[src/verilog/sya_pkg.sv]
//==========================================================
// Shared widths, vector types and controller state encoding
//==========================================================

package sya_pkg;

    //==========================================================
    // Datapath widths
    //==========================================================
    parameter int ACT_W   = 8;
    parameter int WGT_W   = 8;
    parameter int CHN_W   = 8;

    // Room for ACT_W*WGT_W products summed over up to 2**CHN_W channels
    parameter int PSUM_W  = ACT_W + WGT_W + CHN_W;

    parameter int ADDR_W  = 16;
    parameter int SHIFT_W = 5;

    //==========================================================
    // Vector types
    //==========================================================
    // Two's complement values
    typedef logic [ACT_W-1:0]   act_t;
    typedef logic [WGT_W-1:0]   wgt_t;
    typedef logic [PSUM_W-1:0]  psum_t;

    // Unsigned quantities
    typedef logic [ADDR_W-1:0]  addr_t;
    typedef logic [CHN_W-1:0]   chn_t;
    typedef logic [SHIFT_W-1:0] shift_t;

    //==========================================================
    // Controller FSM
    //==========================================================
    typedef enum logic [1:0] {
        IDLE,
        FEED,
        FLUSH,
        DRAIN
    } ctrl_state_t;

endpackage

[src/verilog/sya_ctrl.sv]
//==========================================================
// Job controller with config accept, FSM and step counters
//==========================================================
`timescale 1ns/1ps

module sya_ctrl #(
    parameter int NUM_ROW = 4,
    parameter int NUM_COL = 4
) (
    input  logic          clk,
    input  logic          rst_n,
    input  logic          cfg_vld,
    output logic          cfg_rdy,
    input  sya_pkg::chn_t cfg_chn,
    input  logic          act_dat_vld,
    input  logic          wgt_dat_vld,
    input  logic          drain_done,
    output logic          start,
    output logic          step,
    output logic          flush,
    output logic          drain
);
    import sya_pkg::*;

    // Zeros needed to push the last channel through the skew and the grid
    localparam int FLUSH_LEN = NUM_ROW + NUM_COL - 1;
    localparam int FLUSH_CW  = $clog2(FLUSH_LEN + 1);

    ctrl_state_t         state;
    ctrl_state_t         state_nxt;
    chn_t                chn_q;
    chn_t                feed_cnt;
    logic [FLUSH_CW-1:0] flush_cnt;
    logic                feed_last;
    logic                flush_last;

    //==========================================================
    // Handshake and strobes
    //==========================================================
    assign cfg_rdy    = (state == IDLE);
    assign start      = cfg_vld && cfg_rdy;
    assign flush      = (state == FLUSH);

    // Both operand vectors are consumed in the same cycle
    assign step       = ((state == FEED) && act_dat_vld && wgt_dat_vld) || flush;

    assign feed_last  = (feed_cnt == chn_q - chn_t'(1));
    assign flush_last = (flush_cnt == FLUSH_CW'(FLUSH_LEN - 1));
    assign drain      = flush && flush_last;

    //==========================================================
    // FSM
    //==========================================================
    always_comb begin
        state_nxt = state;
        case (state)
            IDLE:  if (start) state_nxt = FEED;
            FEED:  if (step && feed_last) state_nxt = FLUSH;
            FLUSH: if (flush_last) state_nxt = DRAIN;
            DRAIN: if (drain_done) state_nxt = IDLE;
            default: state_nxt = IDLE;
        endcase
    end

    always_ff @(posedge clk or negedge rst_n) begin
        if (!rst_n) begin
            state <= IDLE;
        end else begin
            state <= state_nxt;
        end
    end

    //==========================================================
    // Counters
    //==========================================================
    always_ff @(posedge clk) begin
        if (start) begin
            chn_q <= cfg_chn;
        end
    end

    always_ff @(posedge clk or negedge rst_n) begin
        if (!rst_n) begin
            feed_cnt  <= '0;
            flush_cnt <= '0;
        end else begin
            if (start) begin
                feed_cnt <= '0;
            end else if ((state == FEED) && step) begin
                feed_cnt <= feed_cnt + chn_t'(1);
            end

            // Free runs only while flushing
            if (flush) begin
                flush_cnt <= flush_cnt + FLUSH_CW'(1);
            end else begin
                flush_cnt <= '0;
            end
        end
    end

    a_chn_nonzero: assert property (@(posedge clk) disable iff (!rst_n)
        start |-> (cfg_chn != '0));

endmodule

[src/verilog/operand_fetch.sv]
//==========================================================
// Operand read address generator and edge skew delay line
//==========================================================
`timescale 1ns/1ps

module operand_fetch #(
    parameter int LANES  = 4,
    parameter int DATA_W = 8
) (
    input  logic                         clk,
    input  logic                         rst_n,
    input  logic                         start,
    input  sya_pkg::addr_t               base,
    input  sya_pkg::chn_t                chn,
    output sya_pkg::addr_t               rd_addr,
    output logic                         rd_addr_vld,
    input  logic                         rd_addr_rdy,
    input  logic [LANES-1:0][DATA_W-1:0] rd_dat,
    input  logic                         step,
    input  logic                         flush,
    output logic [LANES-1:0][DATA_W-1:0] skewed
);
    import sya_pkg::*;

    chn_t                         remain;
    logic                         addr_hs;
    logic [LANES-1:0][DATA_W-1:0] lane_in;

    //==========================================================
    // Address issue
    //==========================================================
    assign addr_hs = rd_addr_vld && rd_addr_rdy;

    always_ff @(posedge clk or negedge rst_n) begin
        if (!rst_n) begin
            rd_addr_vld <= 1'b0;
            rd_addr     <= '0;
            remain      <= '0;
        end else if (start) begin
            rd_addr_vld <= (chn != '0);
            rd_addr     <= base;
            remain      <= chn;
        end else if (addr_hs) begin
            // Last address of the job leaves on this transfer
            if (remain == chn_t'(1)) begin
                rd_addr_vld <= 1'b0;
            end
            rd_addr <= rd_addr + addr_t'(1);
            remain  <= remain - chn_t'(1);
        end
    end

    //==========================================================
    // Skew line
    //==========================================================
    // Zeros replace memory data while the array drains
    assign lane_in = flush ? '0 : rd_dat;

    // Lane 0 enters the array without delay
    assign skewed[0] = lane_in[0];

    for (genvar i = 1; i < LANES; i++) begin : g_skew
        logic [i-1:0][DATA_W-1:0] dly;

        always_ff @(posedge clk) begin
            if (start) begin
                dly <= '0;
            end else if (step) begin
                dly[0] <= lane_in[i];
                for (int k = 1; k < i; k++) begin
                    dly[k] <= dly[k-1];
                end
            end
        end

        assign skewed[i] = dly[i-1];
    end

    a_addr_hold: assert property (@(posedge clk) disable iff (!rst_n)
        rd_addr_vld && !rd_addr_rdy |=> rd_addr_vld && $stable(rd_addr));

endmodule

[src/verilog/pe_array.sv]
//==========================================================
// Output-stationary grid of multiply-accumulate cells
//==========================================================
`timescale 1ns/1ps

module pe_array #(
    parameter int NUM_ROW = 4,
    parameter int NUM_COL = 4
) (
    input  logic                                      clk,
    input  logic                                      rst_n,
    input  logic                                      start,
    input  logic                                      step,
    input  sya_pkg::act_t [NUM_ROW-1:0]               act_w,
    input  sya_pkg::wgt_t [NUM_COL-1:0]               wgt_n,
    output sya_pkg::psum_t [NUM_ROW-1:0][NUM_COL-1:0] psum
);
    import sya_pkg::*;

    // Registered operands leaving each cell to the east and south
    act_t [NUM_ROW-1:0][NUM_COL-1:0] act_e;
    wgt_t [NUM_ROW-1:0][NUM_COL-1:0] wgt_s;

    for (genvar i = 0; i < NUM_ROW; i++) begin : g_row
        for (genvar j = 0; j < NUM_COL; j++) begin : g_col
            act_t                          a_in;
            wgt_t                          w_in;
            act_t                          a_q;
            wgt_t                          w_q;
            psum_t                         acc;
            logic signed [ACT_W+WGT_W-1:0] prod;

            // Edge cells take the skewed inputs, inner cells a neighbour
            if (j == 0) begin : g_west
                assign a_in = act_w[i];
            end else begin : g_inner_w
                assign a_in = act_e[i][j-1];
            end

            if (i == 0) begin : g_north
                assign w_in = wgt_n[j];
            end else begin : g_inner_n
                assign w_in = wgt_s[i-1][j];
            end

            assign prod = $signed(a_in) * $signed(w_in);

            always_ff @(posedge clk or negedge rst_n) begin
                if (!rst_n) begin
                    a_q <= '0;
                    w_q <= '0;
                    acc <= '0;
                end else if (start) begin
                    a_q <= '0;
                    w_q <= '0;
                    acc <= '0;
                end else if (step) begin
                    a_q <= a_in;
                    w_q <= w_in;
                    acc <= acc + {{CHN_W{prod[ACT_W+WGT_W-1]}}, prod};
                end
            end

            assign act_e[i][j] = a_q;
            assign wgt_s[i][j] = w_q;
            assign psum[i][j]  = acc;
        end
    end

endmodule

[src/verilog/ofm_writer.sv]
//==========================================================
// ReLU, quantization and row-by-row result write
//==========================================================
`timescale 1ns/1ps

module ofm_writer #(
    parameter int NUM_ROW = 4,
    parameter int NUM_COL = 4
) (
    input  logic                                      clk,
    input  logic                                      rst_n,
    input  logic                                      start,
    input  logic                                      drain,
    input  sya_pkg::psum_t [NUM_ROW-1:0][NUM_COL-1:0] psum,
    input  sya_pkg::addr_t                            ofm_base,
    input  sya_pkg::shift_t                           shift,
    input  sya_pkg::act_t                             zp,
    output sya_pkg::act_t [NUM_COL-1:0]               ofm_wr_dat,
    output sya_pkg::addr_t                            ofm_wr_addr,
    output logic                                      ofm_wr_vld,
    input  logic                                      ofm_wr_rdy,
    output logic                                      drain_done
);
    import sya_pkg::*;

    localparam int ROW_W = (NUM_ROW > 1) ? $clog2(NUM_ROW) : 1;

    addr_t                base_q;
    shift_t               shift_q;
    act_t                 zp_q;
    logic [ROW_W-1:0]     row_q;
    logic                 wr_hs;
    logic                 last_row;
    psum_t [NUM_COL-1:0]  row_psum;

    // Job parameters held for the whole tile
    always_ff @(posedge clk) begin
        if (start) begin
            base_q  <= ofm_base;
            shift_q <= shift;
            zp_q    <= zp;
        end
    end

    //==========================================================
    // Row sequencing
    //==========================================================
    assign wr_hs    = ofm_wr_vld && ofm_wr_rdy;
    assign last_row = (row_q == ROW_W'(NUM_ROW - 1));

    always_ff @(posedge clk or negedge rst_n) begin
        if (!rst_n) begin
            ofm_wr_vld <= 1'b0;
            row_q      <= '0;
            drain_done <= 1'b0;
        end else begin
            drain_done <= wr_hs && last_row;
            if (drain) begin
                ofm_wr_vld <= 1'b1;
                row_q      <= '0;
            end else if (wr_hs) begin
                if (last_row) begin
                    ofm_wr_vld <= 1'b0;
                end else begin
                    row_q <= row_q + ROW_W'(1);
                end
            end
        end
    end

    assign ofm_wr_addr = base_q + addr_t'(row_q);

    //==========================================================
    // Quantization of the current row
    //==========================================================
    assign row_psum = psum[row_q];

    for (genvar j = 0; j < NUM_COL; j++) begin : g_quant
        psum_t shifted;

        // Bits above the sum read as zero for large shifts
        assign shifted = row_psum[j] >> shift_q;
        assign ofm_wr_dat[j] = row_psum[j][PSUM_W-1] ? '0
                                                     : act_t'(shifted[ACT_W-1:0] + zp_q);
    end

    // Array is stalled during drain, so the row must not move under back-pressure
    a_wr_hold: assert property (@(posedge clk) disable iff (!rst_n)
        ofm_wr_vld && !ofm_wr_rdy |=> ofm_wr_vld && $stable(ofm_wr_dat)
                                      && $stable(ofm_wr_addr));

endmodule

[src/verilog/sya_top.sv]
//==========================================================
// Systolic matrix engine top level
//==========================================================
`timescale 1ns/1ps

module sya_top #(
    parameter int NUM_ROW = 4,
    parameter int NUM_COL = 4
) (
    input  logic                         clk,
    input  logic                         rst_n,

    // Job configuration
    input  logic                         cfg_vld,
    output logic                         cfg_rdy,
    input  sya_pkg::addr_t               cfg_act_base,
    input  sya_pkg::addr_t               cfg_wgt_base,
    input  sya_pkg::addr_t               cfg_ofm_base,
    input  sya_pkg::chn_t                cfg_chn,
    input  sya_pkg::shift_t              cfg_shift,
    input  sya_pkg::act_t                cfg_zp,

    // Activation memory
    output sya_pkg::addr_t               act_rd_addr,
    output logic                         act_rd_addr_vld,
    input  logic                         act_rd_addr_rdy,
    input  sya_pkg::act_t [NUM_ROW-1:0]  act_rd_dat,
    input  logic                         act_rd_dat_vld,
    output logic                         act_rd_dat_rdy,

    // Weight memory
    output sya_pkg::addr_t               wgt_rd_addr,
    output logic                         wgt_rd_addr_vld,
    input  logic                         wgt_rd_addr_rdy,
    input  sya_pkg::wgt_t [NUM_COL-1:0]  wgt_rd_dat,
    input  logic                         wgt_rd_dat_vld,
    output logic                         wgt_rd_dat_rdy,

    // Result memory
    output sya_pkg::act_t [NUM_COL-1:0]  ofm_wr_dat,
    output sya_pkg::addr_t               ofm_wr_addr,
    output logic                         ofm_wr_vld,
    input  logic                         ofm_wr_rdy
);
    import sya_pkg::*;

    logic                              start;
    logic                              step;
    logic                              flush;
    logic                              drain;
    logic                              drain_done;
    act_t  [NUM_ROW-1:0]               act_skew;
    wgt_t  [NUM_COL-1:0]               wgt_skew;
    psum_t [NUM_ROW-1:0][NUM_COL-1:0]  psum;

    // Both operand streams advance together on step
    assign act_rd_dat_rdy = step;
    assign wgt_rd_dat_rdy = step;

    sya_ctrl #(.NUM_ROW(NUM_ROW), .NUM_COL(NUM_COL)) u_ctrl (
        .clk(clk), .rst_n(rst_n),
        .cfg_vld(cfg_vld), .cfg_rdy(cfg_rdy), .cfg_chn(cfg_chn),
        .act_dat_vld(act_rd_dat_vld), .wgt_dat_vld(wgt_rd_dat_vld),
        .drain_done(drain_done),
        .start(start), .step(step), .flush(flush), .drain(drain)
    );

    operand_fetch #(.LANES(NUM_ROW), .DATA_W(ACT_W)) u_act_fetch (
        .clk(clk), .rst_n(rst_n), .start(start),
        .base(cfg_act_base), .chn(cfg_chn),
        .rd_addr(act_rd_addr), .rd_addr_vld(act_rd_addr_vld),
        .rd_addr_rdy(act_rd_addr_rdy), .rd_dat(act_rd_dat),
        .step(step), .flush(flush), .skewed(act_skew)
    );

    operand_fetch #(.LANES(NUM_COL), .DATA_W(WGT_W)) u_wgt_fetch (
        .clk(clk), .rst_n(rst_n), .start(start),
        .base(cfg_wgt_base), .chn(cfg_chn),
        .rd_addr(wgt_rd_addr), .rd_addr_vld(wgt_rd_addr_vld),
        .rd_addr_rdy(wgt_rd_addr_rdy), .rd_dat(wgt_rd_dat),
        .step(step), .flush(flush), .skewed(wgt_skew)
    );

    pe_array #(.NUM_ROW(NUM_ROW), .NUM_COL(NUM_COL)) u_pe_array (
        .clk(clk), .rst_n(rst_n), .start(start), .step(step),
        .act_w(act_skew), .wgt_n(wgt_skew), .psum(psum)
    );

    ofm_writer #(.NUM_ROW(NUM_ROW), .NUM_COL(NUM_COL)) u_ofm_writer (
        .clk(clk), .rst_n(rst_n), .start(start), .drain(drain),
        .psum(psum), .ofm_base(cfg_ofm_base), .shift(cfg_shift), .zp(cfg_zp),
        .ofm_wr_dat(ofm_wr_dat), .ofm_wr_addr(ofm_wr_addr),
        .ofm_wr_vld(ofm_wr_vld), .ofm_wr_rdy(ofm_wr_rdy),
        .drain_done(drain_done)
    );

endmodule

[config.mk]
export PLATFORM = sky130hd
export DESIGN_NAME = sya_top
export DESIGN_NICKNAME = d
export VERILOG_FILES = /design/src/verilog/sya_pkg.sv /design/src/verilog/sya_ctrl.sv /design/src/verilog/operand_fetch.sv /design/src/verilog/pe_array.sv /design/src/verilog/ofm_writer.sv /design/src/verilog/sya_top.sv
export SDC_FILE = /design/constraint.sdc
export NUM_CORES = 2
export LEC_CHECK = 0
export BUFFER_PORTS_ARGS = -buffer_cell sky130_fd_sc_hd__buf_2
export CORE_MARGIN = 3
export CORE_UTILIZATION = 35
export CTS_CLUSTER_DIAMETER = 40
export DETAILED_ROUTE_END_ITERATION = 6
export HOLD_SLACK_MARGIN = 0.06
export MAX_ROUTING_LAYER = met4
export PLACE_DENSITY = 0.6
export RECOVER_POWER = 50
export SKIP_CTS_REPAIR_TIMING = 1
export SYNTH_ARGS = -nofsm -noshare
export SYNTH_HDL_FRONTEND = slang
export SYNTH_SLANG_ARGS = --single-unit
export TNS_END_PERCENT = 30
[constraint.sdc]
create_clock -name clk -period 10.4 [get_ports clk]
set_input_delay 1.56 -clock clk [delete_from_list [all_inputs] [get_ports clk]]
set_output_delay 1.56 -clock clk [all_outputs]
set_load 0.005 [all_outputs]
==> metrics.md <==
| Metric | Value |
|---|---|
| Vias in the first global route | 70700 |
| First-iteration detailed-routing DRC count | 4856 |
| Layout cells sized above 1 | 7.15% |
| Drt wl/cell | 17.6 µm |
| Highest routed layer | met4 |
| Placed Area | 0.0971 mm² |
| Clock Sinks | 776 |
| First-pass GRT wire length | 403 mm |
| Final Cell Area | 0.102 mm² |
| Synth warn | 0 |
| Largest net degree at the start of global routing | 157 |
| Std cell rows | 188 |
| Failing checks | max-capacitance violations, max-slew violations |
| Total negative setup slack | 0 ns |
| Synth unique cells | 87 |
| Hold path startpoint | u_wgt_fetch.g_skew[3].dly[10]$_SDFFE_PP0P_ |
| Worst slack, placed | 1.94 ns |
| Simple logic cell fraction of the synthesized area | 17.2% |
| Worst Hold Depth | 2 |
| Routed length on met2 | 110 mm |
| Crit path time final | 8.49 ns |
| Average size of a mapped cell | 8.73 µm² |
| P per Cell Area | 241 mW/mm² |
| Final period util | 81.6% |
| Actual slew at the worst max-slew pin | 4.47 ns |
| I/O pin cnt | 227 |
| Hold endpoint | u_wgt_fetch.g_skew[3].dly[10]$_SDFFE_PP0P_ |
| Post-synthesis compound-gate area fraction | 13.0% |
| Reg2Reg Setup Slack | 2.08 ns |
| Fill cells | 26800 |
| Final core utilization | 38.9% |
| Max IR drop VDD | 0.380 mV |
| Synthesis-stage register bit count | 776 |
| Routed Antenna Nets | 0 |
| Adder-Cell Fraction of Synth Area | 31.3% |
| Die width | 521 µm |
| Final count of negative-setup-slack endpoints | 0 |
| Global route total overflow | 0 |
| Status | finished with violations |
| Syn Nets | 12500 |
| Post-Layout Cell Count | 14300 |
| FF-to-FF End | u_pe_array.g_row[0].g_col[3].acc[18]$_DFFE_PN0P_ |
| Max-Cap Viols | 6 |
| Hold Vio Cnt, Final | 0 |
| Syn Inst Count | 10600 |
| Worst slew margin | -198% |
| Via/cell ratio | 5.08 |
| Worst Path Buf+Inv | 4 |
| Max-slew violation count | 579 |
| CP required | 11.09 ns |
| Sequential area share after synthesis | 20.6% |
| Slowest stage delay, CP | 3.14 ns |
| Max Fclk | 118 MHz |
| # port buffers | 226 |
| Post-synthesis mux area share | 4.42% |
| Kind of critical path | in2reg |
| Ys async rst share | 82.9% |
| Number of buffers created by CTS | 154 |
| Layout overhead on the synthesized area | 10.3% |
| EDFF count, synth | 37 |
| Placed Cells | 14000 |
| Drt drc | 0 |
| Worst Setup SP | cfg_vld |
| Startpoint types | input pin |
| Unrepaired setup endpoints after global routing | no |
| Leakage | 49.3 nW |
| Mapped Area | 0.0928 mm² |
| Clock Skews | 0.0518 ns |
| H-tree depth | 4 |
| Worst setup margin | 1.91 ns |
| Total track usage | 18.9% |
| Final HPWL DP | 194 mm |
| Reg2reg path depth | 9 |
| Most used DFF post-synth | dfrtp_1 |
| XOR/XNOR Fraction of Synth Area | 6.08% |
| Met3 WL | 13.4 mm |
| CTS root buf | clkbuf_16 |
| Die area | 0.271 mm² |
| Die Ht | 521 µm |
| Largest family of logic cells by synthesized area | adder cells |
| Core region area | 0.263 mm² |
| Cell family with most CP delay | buffers and inverters |
| CP Data Arrival Time | 9.18 ns |
| Met1 WL | 118 mm |
| Initial antenna violation count | 17 |
| Routed WL | 251 mm |
| Crit-path max FO | 120 |
| GPL Wtd Cong | 0.958 |
| Worst hold margin | 0.450 ns |
| Cells along the critical path | clkbuf_1, nand2_4, clkinvlp_2, nor2_4, buf_4, buf_4, nand2_1, o21ai_0 |
| RR Startpoint | u_ctrl.state[0]$_DFFE_PN0P_ |
| Highest-count cells in the layout ignoring fill and taps | nand2_1, inv_1, fa_1, a21oi_1, ha_1 |
| Crit. End Element | register |
| Nets | 12500 |
| Critical Path Slowest Stage Cell | clkinvlp_2 |
| Crit-path most repeated cell | buf_4 |
| Total power after layout | 24.6 mW |
| Clk pin slew, worst setup/hold paths | 0.05 ns |
| Clk_lat worst skew | 0.81 ns |
| Drt pass-1 iters | 6 |
| Hold Crit Class | reg2reg |
| Effective utilization at floorplan | 35.3% |
| Via count of the routed design | 72500 |
| Most common cell after layout, fill and taps aside | nand2_1 |
| CTS tree | done |
| Clock Path Buffers | 4 |
flip-flops by register name (all words and copies together), names as in the netlist, 3 cells and up:
signal,flops
u_pe_array.g_row.g_col.acc,384
u_pe_array.g_row.g_col.a_q,96
u_pe_array.g_row.g_col.w_q,96
u_act_fetch.g_skew.dly,32
u_wgt_fetch.g_skew.dly,32
u_act_fetch.rd_addr,16
u_act_fetch.skewed,16
u_ofm_writer.base_q,16
u_wgt_fetch.rd_addr,16
u_wgt_fetch.skewed,16
u_act_fetch.remain,8
u_ctrl.chn_q,8
u_ctrl.feed_cnt,8
u_ofm_writer.zp_q,8
u_wgt_fetch.remain,8
u_ofm_writer.shift_q,5
u_ctrl.flush_cnt,3
worst reg2reg max path, stage by stage, from the launching register on:
cell,delay (ns)
dfrtp_1,0.38
inv_1,0.08
ha_1,0.28
nand2_4,0.29
clkinvlp_2,3.14
nor2_4,2.33
buf_4,0.81
buf_4,0.67
nand2_1,0.17
o21ai_0,0.09
report_power, final:
group / leakage (nW) / switching [mW] / total [mW] / internal [mW]
sequential: 9.83 / 1.87 / 5.86 / 3.99
clock: 2.55 / 1.90 / 5.15 / 3.26
combinational: 36.9 / 8.02 / 13.6 / 5.61
how the worst max path moves through the flow:
| stage | cells after the start | slack, ns | end |
|---|---|---|---|
| 3_5_place_dp | 29 | 1.94 | u_pe_array.g_row[0].g_col[0].acc[23]$_DFFE_PN0P_ |
| 5_1_grt | 3 | 1.08 | u_pe_array.g_row[3].g_col[2].a_q[7]$_DFFE_PN0P_ |
| 3_3_place_gp | 29 | 1.91 | u_pe_array.g_row[0].g_col[0].acc[23]$_DFFE_PN0P_ |
| 6_report | 8 | 1.91 | u_pe_array.g_row[0].g_col[3].acc[18]$_DFFE_PN0P_ |
| 4_1_cts | 18 | 2.11 | ofm_wr_dat[23] |
| 2_1_floorplan | 27 | 2.65 | u_pe_array.g_row[0].g_col[0].acc[23]$_DFFE_PN0P_ |
area by class of cell:
| type | instances | area [µm²] | area share (%) |
|---|---|---|---|
| Antenna cell | 9 | 22.5 | 0.0220 |
| Clock buffer | 176 | 4100 | 4.01 |
| Clock inverter | 98 | 1160 | 1.13 |
| Inverter | 1382 | 5200 | 5.08 |
| Multi-Input combinational cell | 8018 | 66700 | 65.2 |
| Sequential cell | 776 | 19100 | 18.7 |
| Tap cell | 3515 | 4400 | 4.30 |
| Timing Repair Buffer | 280 | 1560 | 1.52 |
metal layers:
layer	vias up	GRT usage [%]
met4	0	6.01
met5	-	-
met2	1615	28.5
met1	35500	26.6
met3	373	2.00
li1	35000	-
cell usage after synthesis, drive strengths merged (13+ instances only):
| cell type | number | share of area, % |
|---|---|---|
| nand2 | 1503 | 6.1 |
| inv | 1382 | 5.6 |
| fa | 901 | 19 |
| a21oi | 893 | 4.8 |
| ha | 877 | 12 |
| and2 | 689 | 4.6 |
| dfrtp | 643 | 17 |
| xnor2 | 498 | 4.7 |
| nor2 | 481 | 1.9 |
| clkbuf | 380 | 1.5 |
| o21ai | 362 | 2.0 |
| a21o | 152 | 1.2 |
| xor2 | 145 | 1.4 |
| nand2b | 137 | 0.92 |
| mux4 | 128 | 3.1 |
| nor3 | 116 | 0.63 |
| nand3 | 115 | 0.62 |
| a211oi | 108 | 0.87 |
| dfxtp | 96 | 2.1 |
| o21a | 80 | 0.65 |
| or3 | 77 | 0.52 |
| buf | 74 | 0.37 |
| and3 | 71 | 0.48 |
| a22o | 69 | 0.65 |
| nor2b | 67 | 0.45 |
| o21bai | 67 | 0.54 |
| mux2i | 61 | 0.66 |
| mux2 | 54 | 0.66 |
| a31oi | 40 | 0.27 |
| o211ai | 39 | 0.32 |
| edfxtp | 37 | 1.2 |
| nand4 | 36 | 0.24 |
| o22ai | 24 | 0.16 |
| or2 | 22 | 0.15 |
| nor4 | 18 | 0.13 |
| a2111oi | 15 | 0.18 |
| a211o | 14 | 0.13 |
| a31o | 13 | 0.12 |
logic make-up (layout without fill, tap and decap cells):
kind of cell,after synthesis,in the layout
AOI/OAI and AO/OA,1983,1983
xor gates and xnor gates,643,643
adders and majority gates,1778,1778
buffers and inverters,1836,1936
DFF,776,776
muxes,243,243
other,0,9
and+or+nand+nor,3371,3371
Power figures use the tool's default switching activity.
